--- src/hdl/camera_spi_config.svh ---
/*
 * Build-time sizing for the camera SPI control path.
 * Include this wherever the buffer depth, the credit count or the reset
 * zoom value is needed.
 */
`ifndef CAMERA_SPI_CONFIG_SVH
`define CAMERA_SPI_CONFIG_SVH

// Frame store size in bytes
// Must stay below 65536 for the 16-bit size registers
`define IMAGE_BUFFER_DEPTH 4096

// Memory index width for the frame store
`define IMAGE_ADDRESS_WIDTH $clog2(`IMAGE_BUFFER_DEPTH)

// Credits held by the encoder after reset
// Same value sets the input FIFO depth
`define ENCODER_CREDIT_LIMIT 4

// Zoom setting applied at reset
`define RESET_HALF_RESOLUTION 256

`endif

--- src/hdl/camera_spi_pkg.sv ---
/*
 * Op-codes and bundled signal types for the camera SPI control path.
 * Shared by the RTL and the testbench.
 */
package camera_spi_pkg;

    // Host op-codes, first byte of every transaction
    typedef enum logic [7:0] {
        OP_CAPTURE         = 8'h20,
        OP_BYTES_AVAILABLE = 8'h21,
        OP_READ_DATA       = 8'h22,
        OP_ZOOM            = 8'h23,
        OP_METERING        = 8'h25,
        OP_COMPRESSION     = 8'h26,
        OP_IMAGE_READY     = 8'h27,
        OP_POWER_SAVE      = 8'h28
    } op_code_t;

    // Deframed SPI transaction state
    typedef struct packed {
        op_code_t   op_code;
        logic       op_code_valid;
        logic [7:0] operand;
        logic       operand_valid;
        // Operand bytes completed so far
        logic [7:0] operand_count;
    } spi_command_t;

    typedef struct packed {
        logic [7:0] red_center;
        logic [7:0] green_center;
        logic [7:0] blue_center;
        logic [7:0] red_average;
        logic [7:0] green_average;
        logic [7:0] blue_average;
    } metering_t;

    typedef struct packed {
        logic       start_capture;
        logic [9:0] half_resolution;
        logic [1:0] compression_factor;
        logic       power_save_enable;
    } camera_control_t;

    typedef struct packed {
        logic [7:0] data;
        logic       valid;
        logic       last;
    } encoder_byte_t;

    typedef struct packed {
        logic        image_ready;
        logic [15:0] total_size;
    } image_status_t;

endpackage

--- src/hdl/spi_registers.sv ---
/*
 * Op-code decoder for the camera control path.
 * Drives the camera controls from host writes, builds the response byte
 * for status, metering and image reads, and walks the image read address.
 */
`include "camera_spi_config.svh"

module spi_registers (
    input  logic                           clock_in,
    input  logic                           reset_n_in,

    input  camera_spi_pkg::spi_command_t    command,
    output logic [7:0]                     response,

    output camera_spi_pkg::camera_control_t control,

    input  camera_spi_pkg::image_status_t   image_status,
    input  logic [7:0]                     image_data,
    output logic [15:0]                    image_address,

    input  camera_spi_pkg::metering_t       metering
);

    import camera_spi_pkg::*;

    logic [15:0] bytes_remaining;
    logic        operand_valid_prev;
    logic        op_code_valid_prev;
    logic        operand_valid_rise;
    logic        transaction_start;

    assign bytes_remaining    = image_status.total_size - image_address;
    assign operand_valid_rise = command.operand_valid & ~operand_valid_prev;
    assign transaction_start  = command.op_code_valid & ~op_code_valid_prev;

    // Operand writes use count - 1 since the count has already advanced
    // by the time operand_valid is seen
    always_ff @(posedge clock_in) begin
        if (!reset_n_in) begin
            response                   <= 8'd0;
            control.start_capture      <= 1'b0;
            control.half_resolution    <= 10'(`RESET_HALF_RESOLUTION);
            control.compression_factor <= 2'd0;
            control.power_save_enable  <= 1'b0;
            image_address              <= 16'd0;
            operand_valid_prev         <= 1'b0;
            op_code_valid_prev         <= 1'b0;
        end else begin
            operand_valid_prev    <= command.operand_valid;
            op_code_valid_prev    <= command.op_code_valid;
            control.start_capture <= 1'b0;

            if (command.op_code_valid) begin
                case (command.op_code)
                    OP_CAPTURE: begin
                        // One pulse per transaction
                        if (transaction_start) begin
                            control.start_capture <= 1'b1;
                            image_address         <= 16'd0;
                        end
                    end

                    OP_BYTES_AVAILABLE: begin
                        case (command.operand_count)
                            8'd0:    response <= bytes_remaining[15:8];
                            8'd1:    response <= bytes_remaining[7:0];
                            default: response <= 8'd0;
                        endcase
                    end

                    OP_READ_DATA: begin
                        response <= image_data;
                        // Address parks at the end of the frame
                        if (operand_valid_rise &&
                            image_address < image_status.total_size) begin
                            image_address <= image_address + 16'd1;
                        end
                    end

                    OP_ZOOM: begin
                        if (command.operand_valid) begin
                            case (command.operand_count)
                                8'd1: begin
                                    control.half_resolution <=
                                        {command.operand[1:0], 8'h00};
                                end
                                8'd2: begin
                                    control.half_resolution[7:0] <= command.operand;
                                end
                                default: ;
                            endcase
                        end
                    end

                    OP_METERING: begin
                        case (command.operand_count)
                            8'd0:    response <= metering.red_center;
                            8'd1:    response <= metering.green_center;
                            8'd2:    response <= metering.blue_center;
                            8'd3:    response <= metering.red_average;
                            8'd4:    response <= metering.green_average;
                            8'd5:    response <= metering.blue_average;
                            default: response <= 8'd0;
                        endcase
                    end

                    OP_COMPRESSION: begin
                        if (command.operand_valid) begin
                            control.compression_factor <= command.operand[1:0];
                        end
                    end

                    OP_IMAGE_READY: begin
                        response <= {7'd0, image_status.image_ready};
                    end

                    OP_POWER_SAVE: begin
                        if (command.operand_valid) begin
                            control.power_save_enable <= command.operand[0];
                        end
                    end

                    default: ;
                endcase
            end
        end
    end

endmodule

--- config.mk ---
export PLATFORM = sky130hd
export DESIGN_NAME = spi_registers
export DESIGN_NICKNAME = d
export VERILOG_FILES = /design/src/hdl/camera_spi_pkg.sv /design/src/hdl/spi_registers.sv
export VERILOG_INCLUDE_DIRS = /design/src /design/src/hdl
export SDC_FILE = /design/constraint.sdc
export NUM_CORES = 1
export LEC_CHECK = 0
export ABC_AREA = 0
export BUFFER_PORTS_ARGS = -buffer_cell sky130_fd_sc_hd__buf_2
export CAP_MARGIN = 20
export CORE_ASPECT_RATIO = 1.75
export CORE_UTILIZATION = 50
export CTS_BUF_LIST = sky130_fd_sc_hd__clkbuf_8
export DETAILED_ROUTE_END_ITERATION = 8
export PLACE_DENSITY = 0.91
export SLEW_MARGIN = 20
export SYNTH_ARGS = -nofsm -noshare
export SYNTH_HDL_FRONTEND = slang
export SYNTH_SLANG_ARGS = --single-unit
--- constraint.sdc ---
create_clock -name clock_in -period 3.14 [get_ports clock_in]
set_input_delay 0.314 -clock clock_in [delete_from_list [all_inputs] [get_ports clock_in]]
set_output_delay 0.314 -clock clock_in [all_outputs]
set_load 0.02 [all_outputs]
==> reports/summary.md <==
Outcome
- complete, no violations — result of the run

Yosys
- 0.250 — Seq/Total Area, Yosys
- 63 — number of distinct library cell variants in the gate-level netlist after synthesis
- 0 — EDFF count, synth
- 0.250 — area share of the largest cell type after synthesis
- 8.37 um^2 — mean post-synth cell area
- 0 — synthesis warning total
- sky130_fd_sc_hd__dfxtp_1 — Yosys top cell by area
- 40 — post-synthesis sequential element count
- 502 — net count after synthesis
- 382 — Cells after Synth
- 0 — post-synthesis async set-or-reset flop share
- sky130_fd_sc_hd__dfxtp_1 — most common flop cell mapped by yosys
- sky130_fd_sc_hd__dfxtp_1, sky130_fd_sc_hd__ha_1, sky130_fd_sc_hd__xnor2_1 — leading post-synthesis cells by cell area
- 3200 um^2 — Post-Synthesis Cell Area

Critical path
- flop — startpoint kind of the worst setup timing path
- flop to flop — type of the worst setup path
- 3.05 ns — crit path DAT
- 0.47 ns — Worst path max stage delay
- inv_1 -> ha_1 -> a21o_1 -> a31o_2 -> or3_1 -> o211ai_4 -> a21oi_1 -> xnor2_1 -> nor2_1 — critical path cell sequence
- 11 — Max FO, Critical Path
- 3.35 ns — Critical Path RT
- flop — crit end category
- 1 — Bufs and invs on worst path
- compound AO/OA/AOI/OAI gates — Largest delay share family, worst path
- sky130_fd_sc_hd__o211ai_4 — Worst path slowest cell

Global routing
- 3412 — vias in the first global route
- 0.299 — overall routing resource usage
- 0 — initial antenna violation count
- 15800 um — first-pass GRT wire length
- 0 — total grt overflow
- 29 — maximum number of pins on one net before global-route repair

CTS
- 0 — quantity of hold-fixing buffers added after cts
- 40 — number of clock sinks
- built — clock tree from TritonCTS
- 0 — CTS-repair resized insts
- 5 — CTS Buf Count
- 0 — post-CTS setup repair buffer count
- 0.31 ns — Clk Latency, worst-skew pair
- sky130_fd_sc_hd__clkbuf_8 — clock root buffer master
- 2 — maximum level of the CTS H-tree
- 0.08 ns — clock input transition at the sequential cells of the worst setup and hold paths
- 2 — clock buffer depth

STA
- 0 — max-slew violations
- 0.595 — max_slew headroom
- 0 — Final setup viols
- 0.351 GHz — achievable clock frequency
- 0 ns — aggregate negative setup slack
- 2.85 ns — Final min period
- no — RSZ-0062 raised after global routing
- 0.906 — share of the clock period used by the worst path
- 0 — Final Hold Viols
- 0.00663 ns — largest clock skew in the final design
- 0.602 ns — Worst-Margin Slew

Worst hold path
- primary input to flop — kind of path behind the tightest hold check

Die
- 38 — std cell rows
- 6730 um^2 — overall die area
- 108 um — floorplan die height
- 139 — # IOs
- 62.4 um — Die Width
- 0.517 — effective utilization at floorplan
- 6180 um^2 — Core Region

Power and ir drop
- 0.00174 uW — Pleak
- 0.194 — Combinational Power Share
- 0.286 — net switching share of the total power
- 788 uW — internal power
- 315 uW — NetSw
- 0.321 mV — Worst IR Drop VDD
- 269 nW/um^2 — Pwr per Cell Area
- 0.462 — register share of total power
- 1100 uW — post-layout power
- 0.345 — proportion of power drawn by the clock network

Route
- 10300 um — Total Wirelength
- 5 — First-pass DRT Iterations
- 218 — drt first-iter violations
- 17.1 um — WL/cell
- 0 — detailed-route DRC error count
- 0 — Final ANT Viol Nets
- 6.14 — ratio of routed vias to standard cells
- 3710 — routed via count

Finish
- 0 — number of diodes added for antenna fixing
- 4100 um^2 — cell area after layout
- 0.336 — fraction of layout cells with a size suffix above 1
- sky130_fd_sc_hd__buf_2 — leading cell type in the layout, fill and taps excluded
- 542 — Filler Cells Inserted
- 28.3% — Layout area overhead
- 643 — number of nets at the end of the flow
- sky130_fd_sc_hd__buf_2, sky130_fd_sc_hd__dfxtp_1, sky130_fd_sc_hd__nor2_1, sky130_fd_sc_hd__inv_1, sky130_fd_sc_hd__nand2_1 — most frequent cells in the layout

Placed design
- 0.885 — RD Place Congestion
- 8130 um — DPL Wire Length
- 4000 um^2 — Placed Area
- 138 — Buffers on Ports

Job
- 0 — maxcap violations

## state kept, by name (all words and copies together) (netlist names)
register	flops
response	8
operand_valid_prev	1
control	14
op_code_valid_prev	1
image_address	16
## per-layer routing
metal,vias up,global-route usage,routed length [um]
met3,30,0.0498,719
met4,0,0.138,325
li1,1750,-,-
met1,1735,0.278,3630
met5,-,0,0
met2,195,0.612,5640
## path summary, 6_finish.rpt
kind / from / end / slack [ns] / cells after the start
hold / removal: command[8] / operand_valid_prev / 0.26 / 2
setup / recovery: image_address[13] / image_address[0] / 0.29 / 9
hold reg to reg: control[11] / control[11] / 0.48 / 2
setup reg to reg: image_address[13] / image_address[0] / 0.29 / 9
## cells in the mapped netlist (13+ instances only)
cell type                  number
sky130_fd_sc_hd__dfxtp_1       40
sky130_fd_sc_hd__nand2_1       20
sky130_fd_sc_hd__o21ai_0       13
sky130_fd_sc_hd__xnor2_1       19
sky130_fd_sc_hd__nand3_1       16
sky130_fd_sc_hd__a21oi_1       18
sky130_fd_sc_hd__inv_1         25
sky130_fd_sc_hd__nor2b_1       17
sky130_fd_sc_hd__a222oi_1      16
sky130_fd_sc_hd__ha_1          18
sky130_fd_sc_hd__nor2_1        29
## cells by family after synthesis
kind of cell               Yosys count  share of synthesized area
and+or+nand+nor                    138                      0.238
AOI/OAI and AO/OA                  118                      0.305
DFF                                 40                      0.250
buffers and inverters               39                     0.0501
xor gates and xnor gates            22                     0.0603
adders and majority gates           19                     0.0767
muxes                                6                     0.0188
## power groups by stage
stage / Sequential (uW) / Combinational, uW / Clock, uW
detailed placement: 522 / 207 / 0
CTS: 510 / 209 / 381
floorplan: 523 / 107 / 0
global route: 510 / 230 / 399
finish: 510 / 214 / 380
global placement: 522 / 202 / 0
## through the flow
stage / cells / hold WS (ns) / utilization / setup slack, ns
3_3_place_gp: 596 / 0.454 / 0.647 / 0.256
6_report: 604 / 0.263 / 0.664 / 0.295
5_1_grt: 604 / 0.279 / 0.664 / 0.117
2_1_floorplan: 382 / 0.436 / - / 0.476
4_1_cts: 604 / 0.262 / 0.662 / 0.122
3_5_place_dp: 596 / 0.457 / 0.647 / 0.118
## cell type report
type,count,area [um^2],area share
multi-input cells,303,2240,0.547
flip-flops and latches,40,801,0.195
repair buffers,148,766,0.187
well taps,80,100,0.0244
inverters,25,93.8,0.0229
clock buffers,6,82.6,0.0201
clock inverters,2,15.0,0.00366
Power figures use the tool's default switching activity.
