==> src/hdl/camera_spi_config.svh <==
/*
 * Build-time sizing for the camera SPI control path.
 * Include this wherever the buffer depth, the credit count or the reset
 * zoom value is needed.
 */
`ifndef CAMERA_SPI_CONFIG_SVH
`define CAMERA_SPI_CONFIG_SVH

// Frame store size in bytes
// Must stay below 65536 for the 16-bit size registers
`define IMAGE_BUFFER_DEPTH 4096

// Memory index width for the frame store
`define IMAGE_ADDRESS_WIDTH $clog2(`IMAGE_BUFFER_DEPTH)

// Credits held by the encoder after reset
// Same value sets the input FIFO depth
`define ENCODER_CREDIT_LIMIT 4

// Zoom setting applied at reset
`define RESET_HALF_RESOLUTION 256

`endif

==> src/hdl/camera_spi_pkg.sv <==
/*
 * Op-codes and bundled signal types for the camera SPI control path.
 * Shared by the RTL and the testbench.
 */
package camera_spi_pkg;

    // Host op-codes, first byte of every transaction
    typedef enum logic [7:0] {
        OP_CAPTURE         = 8'h20,
        OP_BYTES_AVAILABLE = 8'h21,
        OP_READ_DATA       = 8'h22,
        OP_ZOOM            = 8'h23,
        OP_METERING        = 8'h25,
        OP_COMPRESSION     = 8'h26,
        OP_IMAGE_READY     = 8'h27,
        OP_POWER_SAVE      = 8'h28
    } op_code_t;

    // Deframed SPI transaction state
    typedef struct packed {
        op_code_t   op_code;
        logic       op_code_valid;
        logic [7:0] operand;
        logic       operand_valid;
        // Operand bytes completed so far
        logic [7:0] operand_count;
    } spi_command_t;

    typedef struct packed {
        logic [7:0] red_center;
        logic [7:0] green_center;
        logic [7:0] blue_center;
        logic [7:0] red_average;
        logic [7:0] green_average;
        logic [7:0] blue_average;
    } metering_t;

    typedef struct packed {
        logic       start_capture;
        logic [9:0] half_resolution;
        logic [1:0] compression_factor;
        logic       power_save_enable;
    } camera_control_t;

    typedef struct packed {
        logic [7:0] data;
        logic       valid;
        logic       last;
    } encoder_byte_t;

    typedef struct packed {
        logic        image_ready;
        logic [15:0] total_size;
    } image_status_t;

endpackage

==> src/hdl/spi_peripheral.sv <==
/*
 * SPI mode 0 peripheral for the camera host link.
 * Oversamples the pins, splits each transaction into an op-code byte and
 * operand bytes, and shifts the register block's response out MSB first.
 */
module spi_peripheral (
    input  logic                        clock_in,
    input  logic                        reset_n_in,

    input  logic                        sck,
    input  logic                        cs_n,
    input  logic                        copi,
    output logic                        cipo,

    output camera_spi_pkg::spi_command_t command,
    input  logic [7:0]                  response
);

    import camera_spi_pkg::*;

    logic [1:0] sck_sync;
    logic [1:0] cs_sync;
    logic [1:0] copi_sync;
    logic       sck_prev;

    logic       sck_rise;
    logic       sck_fall;
    logic       selected;

    logic [2:0] bit_count;
    logic [6:0] shift_in;
    logic [7:0] received_byte;
    logic [7:0] shift_out;

    // Two-flop synchronisers plus one stage for edge detection
    always_ff @(posedge clock_in) begin
        if (!reset_n_in) begin
            sck_sync  <= 2'b00;
            cs_sync   <= 2'b11;
            copi_sync <= 2'b00;
            sck_prev  <= 1'b0;
        end else begin
            sck_sync  <= {sck_sync[0], sck};
            cs_sync   <= {cs_sync[0], cs_n};
            copi_sync <= {copi_sync[0], copi};
            sck_prev  <= sck_sync[1];
        end
    end

    assign sck_rise = sck_sync[1] & ~sck_prev;
    assign sck_fall = ~sck_sync[1] & sck_prev;
    assign selected = ~cs_sync[1];

    // Byte as it stands once the current bit is taken in
    assign received_byte = {shift_in, copi_sync[1]};

    // Receive side and byte framing
    always_ff @(posedge clock_in) begin
        if (!reset_n_in) begin
            bit_count <= 3'd0;
            shift_in  <= 7'd0;
            command   <= '0;
        end else if (!selected) begin
            // Chip select high closes the transaction
            bit_count               <= 3'd0;
            command.op_code_valid   <= 1'b0;
            command.operand_valid   <= 1'b0;
            command.operand_count   <= 8'd0;
        end else if (sck_rise) begin
            shift_in  <= received_byte[6:0];
            bit_count <= bit_count + 3'd1;

            // First edge of a new byte retires the previous operand
            if (bit_count == 3'd0) begin
                command.operand_valid <= 1'b0;
            end

            if (bit_count == 3'd7) begin
                if (!command.op_code_valid) begin
                    command.op_code       <= op_code_t'(received_byte);
                    command.op_code_valid <= 1'b1;
                end else begin
                    command.operand       <= received_byte;
                    command.operand_valid <= 1'b1;
                    command.operand_count <= command.operand_count + 8'd1;
                end
            end
        end
    end

    // Transmit side changes on the falling edge of sck
    always_ff @(posedge clock_in) begin
        if (!reset_n_in) begin
            shift_out <= 8'd0;
        end else if (!selected) begin
            shift_out <= 8'd0;
        end else if (sck_fall) begin
            if (bit_count == 3'd0) begin
                // Next response is taken at the byte boundary
                shift_out <= response;
            end else begin
                shift_out <= {shift_out[6:0], 1'b0};
            end
        end
    end

    assign cipo = shift_out[7];

endmodule

==> config.mk <==
export PLATFORM = sky130hd
export DESIGN_NAME = spi_peripheral
export DESIGN_NICKNAME = d
export VERILOG_FILES = /design/src/hdl/camera_spi_config.svh /design/src/hdl/camera_spi_pkg.sv /design/src/hdl/spi_peripheral.sv
export SDC_FILE = /design/constraint.sdc
export NUM_CORES = 1
export LEC_CHECK = 0
export ABC_AREA = 1
export BUFFER_PORTS_ARGS = -buffer_cell sky130_fd_sc_hd__buf_2
export CORE_MARGIN = 3
export CORE_UTILIZATION = 58
export CTS_BUF_LIST = sky130_fd_sc_hd__clkbuf_16
export DETAILED_ROUTE_END_ITERATION = 10
export PLACE_DENSITY = 0.83
export SLEW_MARGIN = 20
export SYNTH_ARGS = -nofsm -noshare
export SYNTH_HDL_FRONTEND = slang
export SYNTH_SLANG_ARGS = --single-unit
==> constraint.sdc <==
create_clock -name clock_in -period 3.52 [get_ports clock_in]
set_clock_uncertainty 0.05 [all_clocks]
set_input_delay 0.704 -clock clock_in [delete_from_list [all_inputs] [get_ports clock_in]]
set_output_delay 0.704 -clock clock_in [all_outputs]
set_load 0.02 [all_outputs]
==> impl_metrics.tcl <==
set metrics [dict create \
    worst_pin_slew_ns 0.935 \
    fin_tns_setup_ns 0 \
    crit_path_max_incr_delay_ns 0.73 \
    crit_cells 7 \
    yosys_register_bits 51 \
    number_of_antenna_violations_at_the_first_check_in_global_routing 0 \
    crit_path_cell_trace "ha_1 > ha_1 > nand3_1 > nor3_2 > nand2_1 > nand2_1 > nor2_1" \
    post-route-worst-setup-slack_ns 1.30 \
    ys_warn_count 0 \
    yosysUniqueCellTypes 22 \
    netlist_instances 279 \
    htree_num_levels 2 \
    placement.setup.worst_slack_ns 1.07 \
    drt.antenna.violating_nets 0 \
    yosysSeqAreaShare_pct 49.6 \
    max_cap_viol_count 0 \
    antenna_cells_inserted 0 \
    cts_setup_buffers 0 \
    power.density_cell_area_mw_per_mm2 444 \
    routed_wl_um 3870 \
    synthToLayoutAreaGrowth_pct 16.0 \
    cell_internal_pwr_w 0.000847 \
    cts_resized 0 \
    fmax_mhz 450 \
    floorplan.io_pins 40 \
    clockBufferDepth 2 \
    vias 1777 \
    nNetsFinal 333 \
    worst_hold_path_stage_count 2 \
    detailed_place_hpwl_um 2630 \
    dieWidth_um 65.6 \
    grt_start_max_net_pins 23 \
    synthXorXnorAreaFrac_pct 0 \
    buffers_plus_inverters_on_the_worst_setup_path 0 \
    drive_gt1_share_pct 16.2 \
    pwr-share-seq_pct 55.3 \
    synth_mux_area_share_pct 0 \
    timing.reg2reg.worst_path_depth 7 \
    net_load_switching_power_w 0.000212 \
    final-max-slew-violation-count 0 \
    power_frac_comb_pct 3.1 \
    replace_congestion 0.778 \
    met3_track_usage_gr_pct 6.67 \
    grt.busiest_layer "met2" \
    ctsRootBufferMaster "sky130_fd_sc_hd__clkbuf_16" \
    clock_sink_count 51 \
    critical_path.endpoint_type "register" \
    core_area_mm2 0.00320 \
    avgViaCountPerCell 4.95 \
    postSynthAreaPerCell_um2 7.37 \
    floorplan.die_area_mm2 0.00430 \
    overflow 0 \
    clkSlewWorstSetupHoldPaths_ns 0.06 \
    critical-path-slowest-cell "sky130_fd_sc_hd__nor3_2" \
    postSynthNetCount 296 \
    cts_buffers 5 \
    drtPass1Iterations 4 \
    critical-path-top-delay-family "simple AND/OR/NAND/NOR gates" \
    grt_use_met1_pct 27.7 \
    groute.layer.met2.usage_pct 32.0 \
    grt_pass1_wl_um 6890 \
    timing.final.crit_period_ns 2.22 \
    grt_setup_unrepaired "no" \
    synth.largest_area_cell "sky130_fd_sc_hd__dfxtp_1" \
    yosys-top-cells-area "sky130_fd_sc_hd__dfxtp_1 50%, sky130_fd_sc_hd__nand2_1 13%, sky130_fd_sc_hd__nor2_1 7.5%, sky130_fd_sc_hd__inv_1 6.2%, sky130_fd_sc_hd__a21oi_1 5.4%" \
    hold_buffers 0 \
    timing.critical_path.from_type "register" \
    p_clk_share_pct 41.5 \
    detail_route.drc_violations 0 \
    worst-endpoint-required_ns 3.65 \
    floorplan.initialDensity_pct 64.2 \
    vdd_ir_drop_max_v 0.000349 \
    post-synth-top-area-fraction_pct 49.6 \
    worst_hold_path_type "reg2reg" \
    layout_worst_path_cycle_share_pct 63.2 \
    globalRouteTotalUtil_pct 21.0 \
    place.port_buffers 39 \
    report.final.hold_viol_count 0 \
    wl_per_cell_um 10.8 \
    worstSkewPairLatency_ns 0.29 \
    syn-cell-area_mm2 0.00206 \
    synth_compound_area_share_pct 9.85 \
    setup_violations 0 \
    outcome "finished, final reports clean" \
    synthAdderAreaFrac_pct 2.43 \
    first_iter_violations 125 \
    sw_frac_of_total_pct 20.0 \
    die_y_um 65.6 \
    leakage_nw 1.15 \
    synth_top_family_by_area "simple AND/OR/NAND/NOR gates" \
    worst_setup_path_class "reg2reg" \
    first_global_vias 1524 \
    crit_fanout 16 \
    maxSlewHeadroom_pct 37.4 \
    arrival_ns 2.36 \
    tritoncts "built" \
    placementRows 20 \
    synth_simple_gate_area_share_pct 28.9 \
]
==> cell families (layout without fill, tap and decap cells) <==
logic type	Yosys count	count (layout)
and+or+nand+nor	141	141
DFF	51	51
buffers and inverters	46	82
AOI/OAI and AO/OA	37	37
adders and majority gates	4	4
==> final timing paths <==
| check | startpoint | to | slack (ns) |
|---|---|---|---|
| worst min-delay path | sck_sync[0] | sck_sync[1] | 0.37 |
| worst max-delay path | bit_count[0] | command[15] | 1.30 |
| worst max register to register | bit_count[0] | command[15] | 1.30 |
| worst min register to register | sck_sync[0] | sck_sync[1] | 0.37 |
==> synth_stat cells, drive strengths merged <==
cell type   n
ha          4
nand3      15
a21oi      22
nor2       43
o21ai       8
clkinv      1
nor3        2
o211ai      7
or2         3
nand3b      1
nand4       7
clkbuf      1
inv        36
dfxtp      51
buf         8
nand2      70
==> routing by layer <==
metal,up-vias,wire length [µm]
met2,45,1690
met5,-,0
met3,6,255
li1,947,-
met1,779,1870
met4,0,56
==> power groups by stage <==
stage | sequential (W) | clock (W) | combinational, W
2_1_floorplan | 0.000597 | 0 | 0.0000230
3_3_place_gp | 0.000598 | 0 | 0.0000324
3_5_place_dp | 0.000598 | 0 | 0.0000330
4_1_cts | 0.000586 | 0.000445 | 0.0000334
5_1_grt | 0.000586 | 0.000472 | 0.0000391
6_report | 0.000586 | 0.000440 | 0.0000333
==> cell usage in the layout, fill, tap and decap left out, drive strengths merged, types with 2 or more instances in the layout <==
cell	instances
ha	4
buf	39
o21ai	8
nand4	7
a21oi	22
nand2	70
clkbuf	5
nor3	2
o211ai	7
inv	37
dfxtp	51
nor2	43
or2	3
nand3	15
==> per-stage QoR <==
| stage | hold slack, ns | cells | power (W) | util [%] | instance area [µm²] |
|---|---|---|---|---|---|
| detailed placement | 0.357 | 353 | 0.000631 | 70.5 | 2260 |
| CTS | 0.372 | 359 | 0.00106 | 74.5 | 2390 |
| finish | 0.365 | 359 | 0.00106 | 74.5 | 2390 |
| floorplan | 0.340 | 279 | 0.000620 | - | 2060 |
| global route | 0.382 | 359 | 0.00110 | 74.5 | 2390 |
| global placement | 0.343 | 353 | 0.000631 | 70.5 | 2260 |
==> flip-flops by register name, indices dropped and copies added, names as in the netlist <==
name and flops:
command 26, shift_out 8, shift_in 7, bit_count 3, copi_sync 2, cs_sync 2, sck_sync 2, sck_prev 1
==> worst min-delay path: cells and delay by family, from the launching register on <==
kind,cells,cell delay [ns]
flops,1,0.30
simple gates,1,0.05
buf+inv,1,0.04
==> cell type report <==
class                           count  area (µm²)
Timing Repair Buffer               39         195
Clock buffer                        5         125
Clock inverter                      1        3.75
Multi-Input combinational cell    182         847
Inverter                           37         139
Sequential cell                    51        1020
Tap cell                           44        55.1
Fill cell                         268         817
Power figures use the tool's default switching activity.
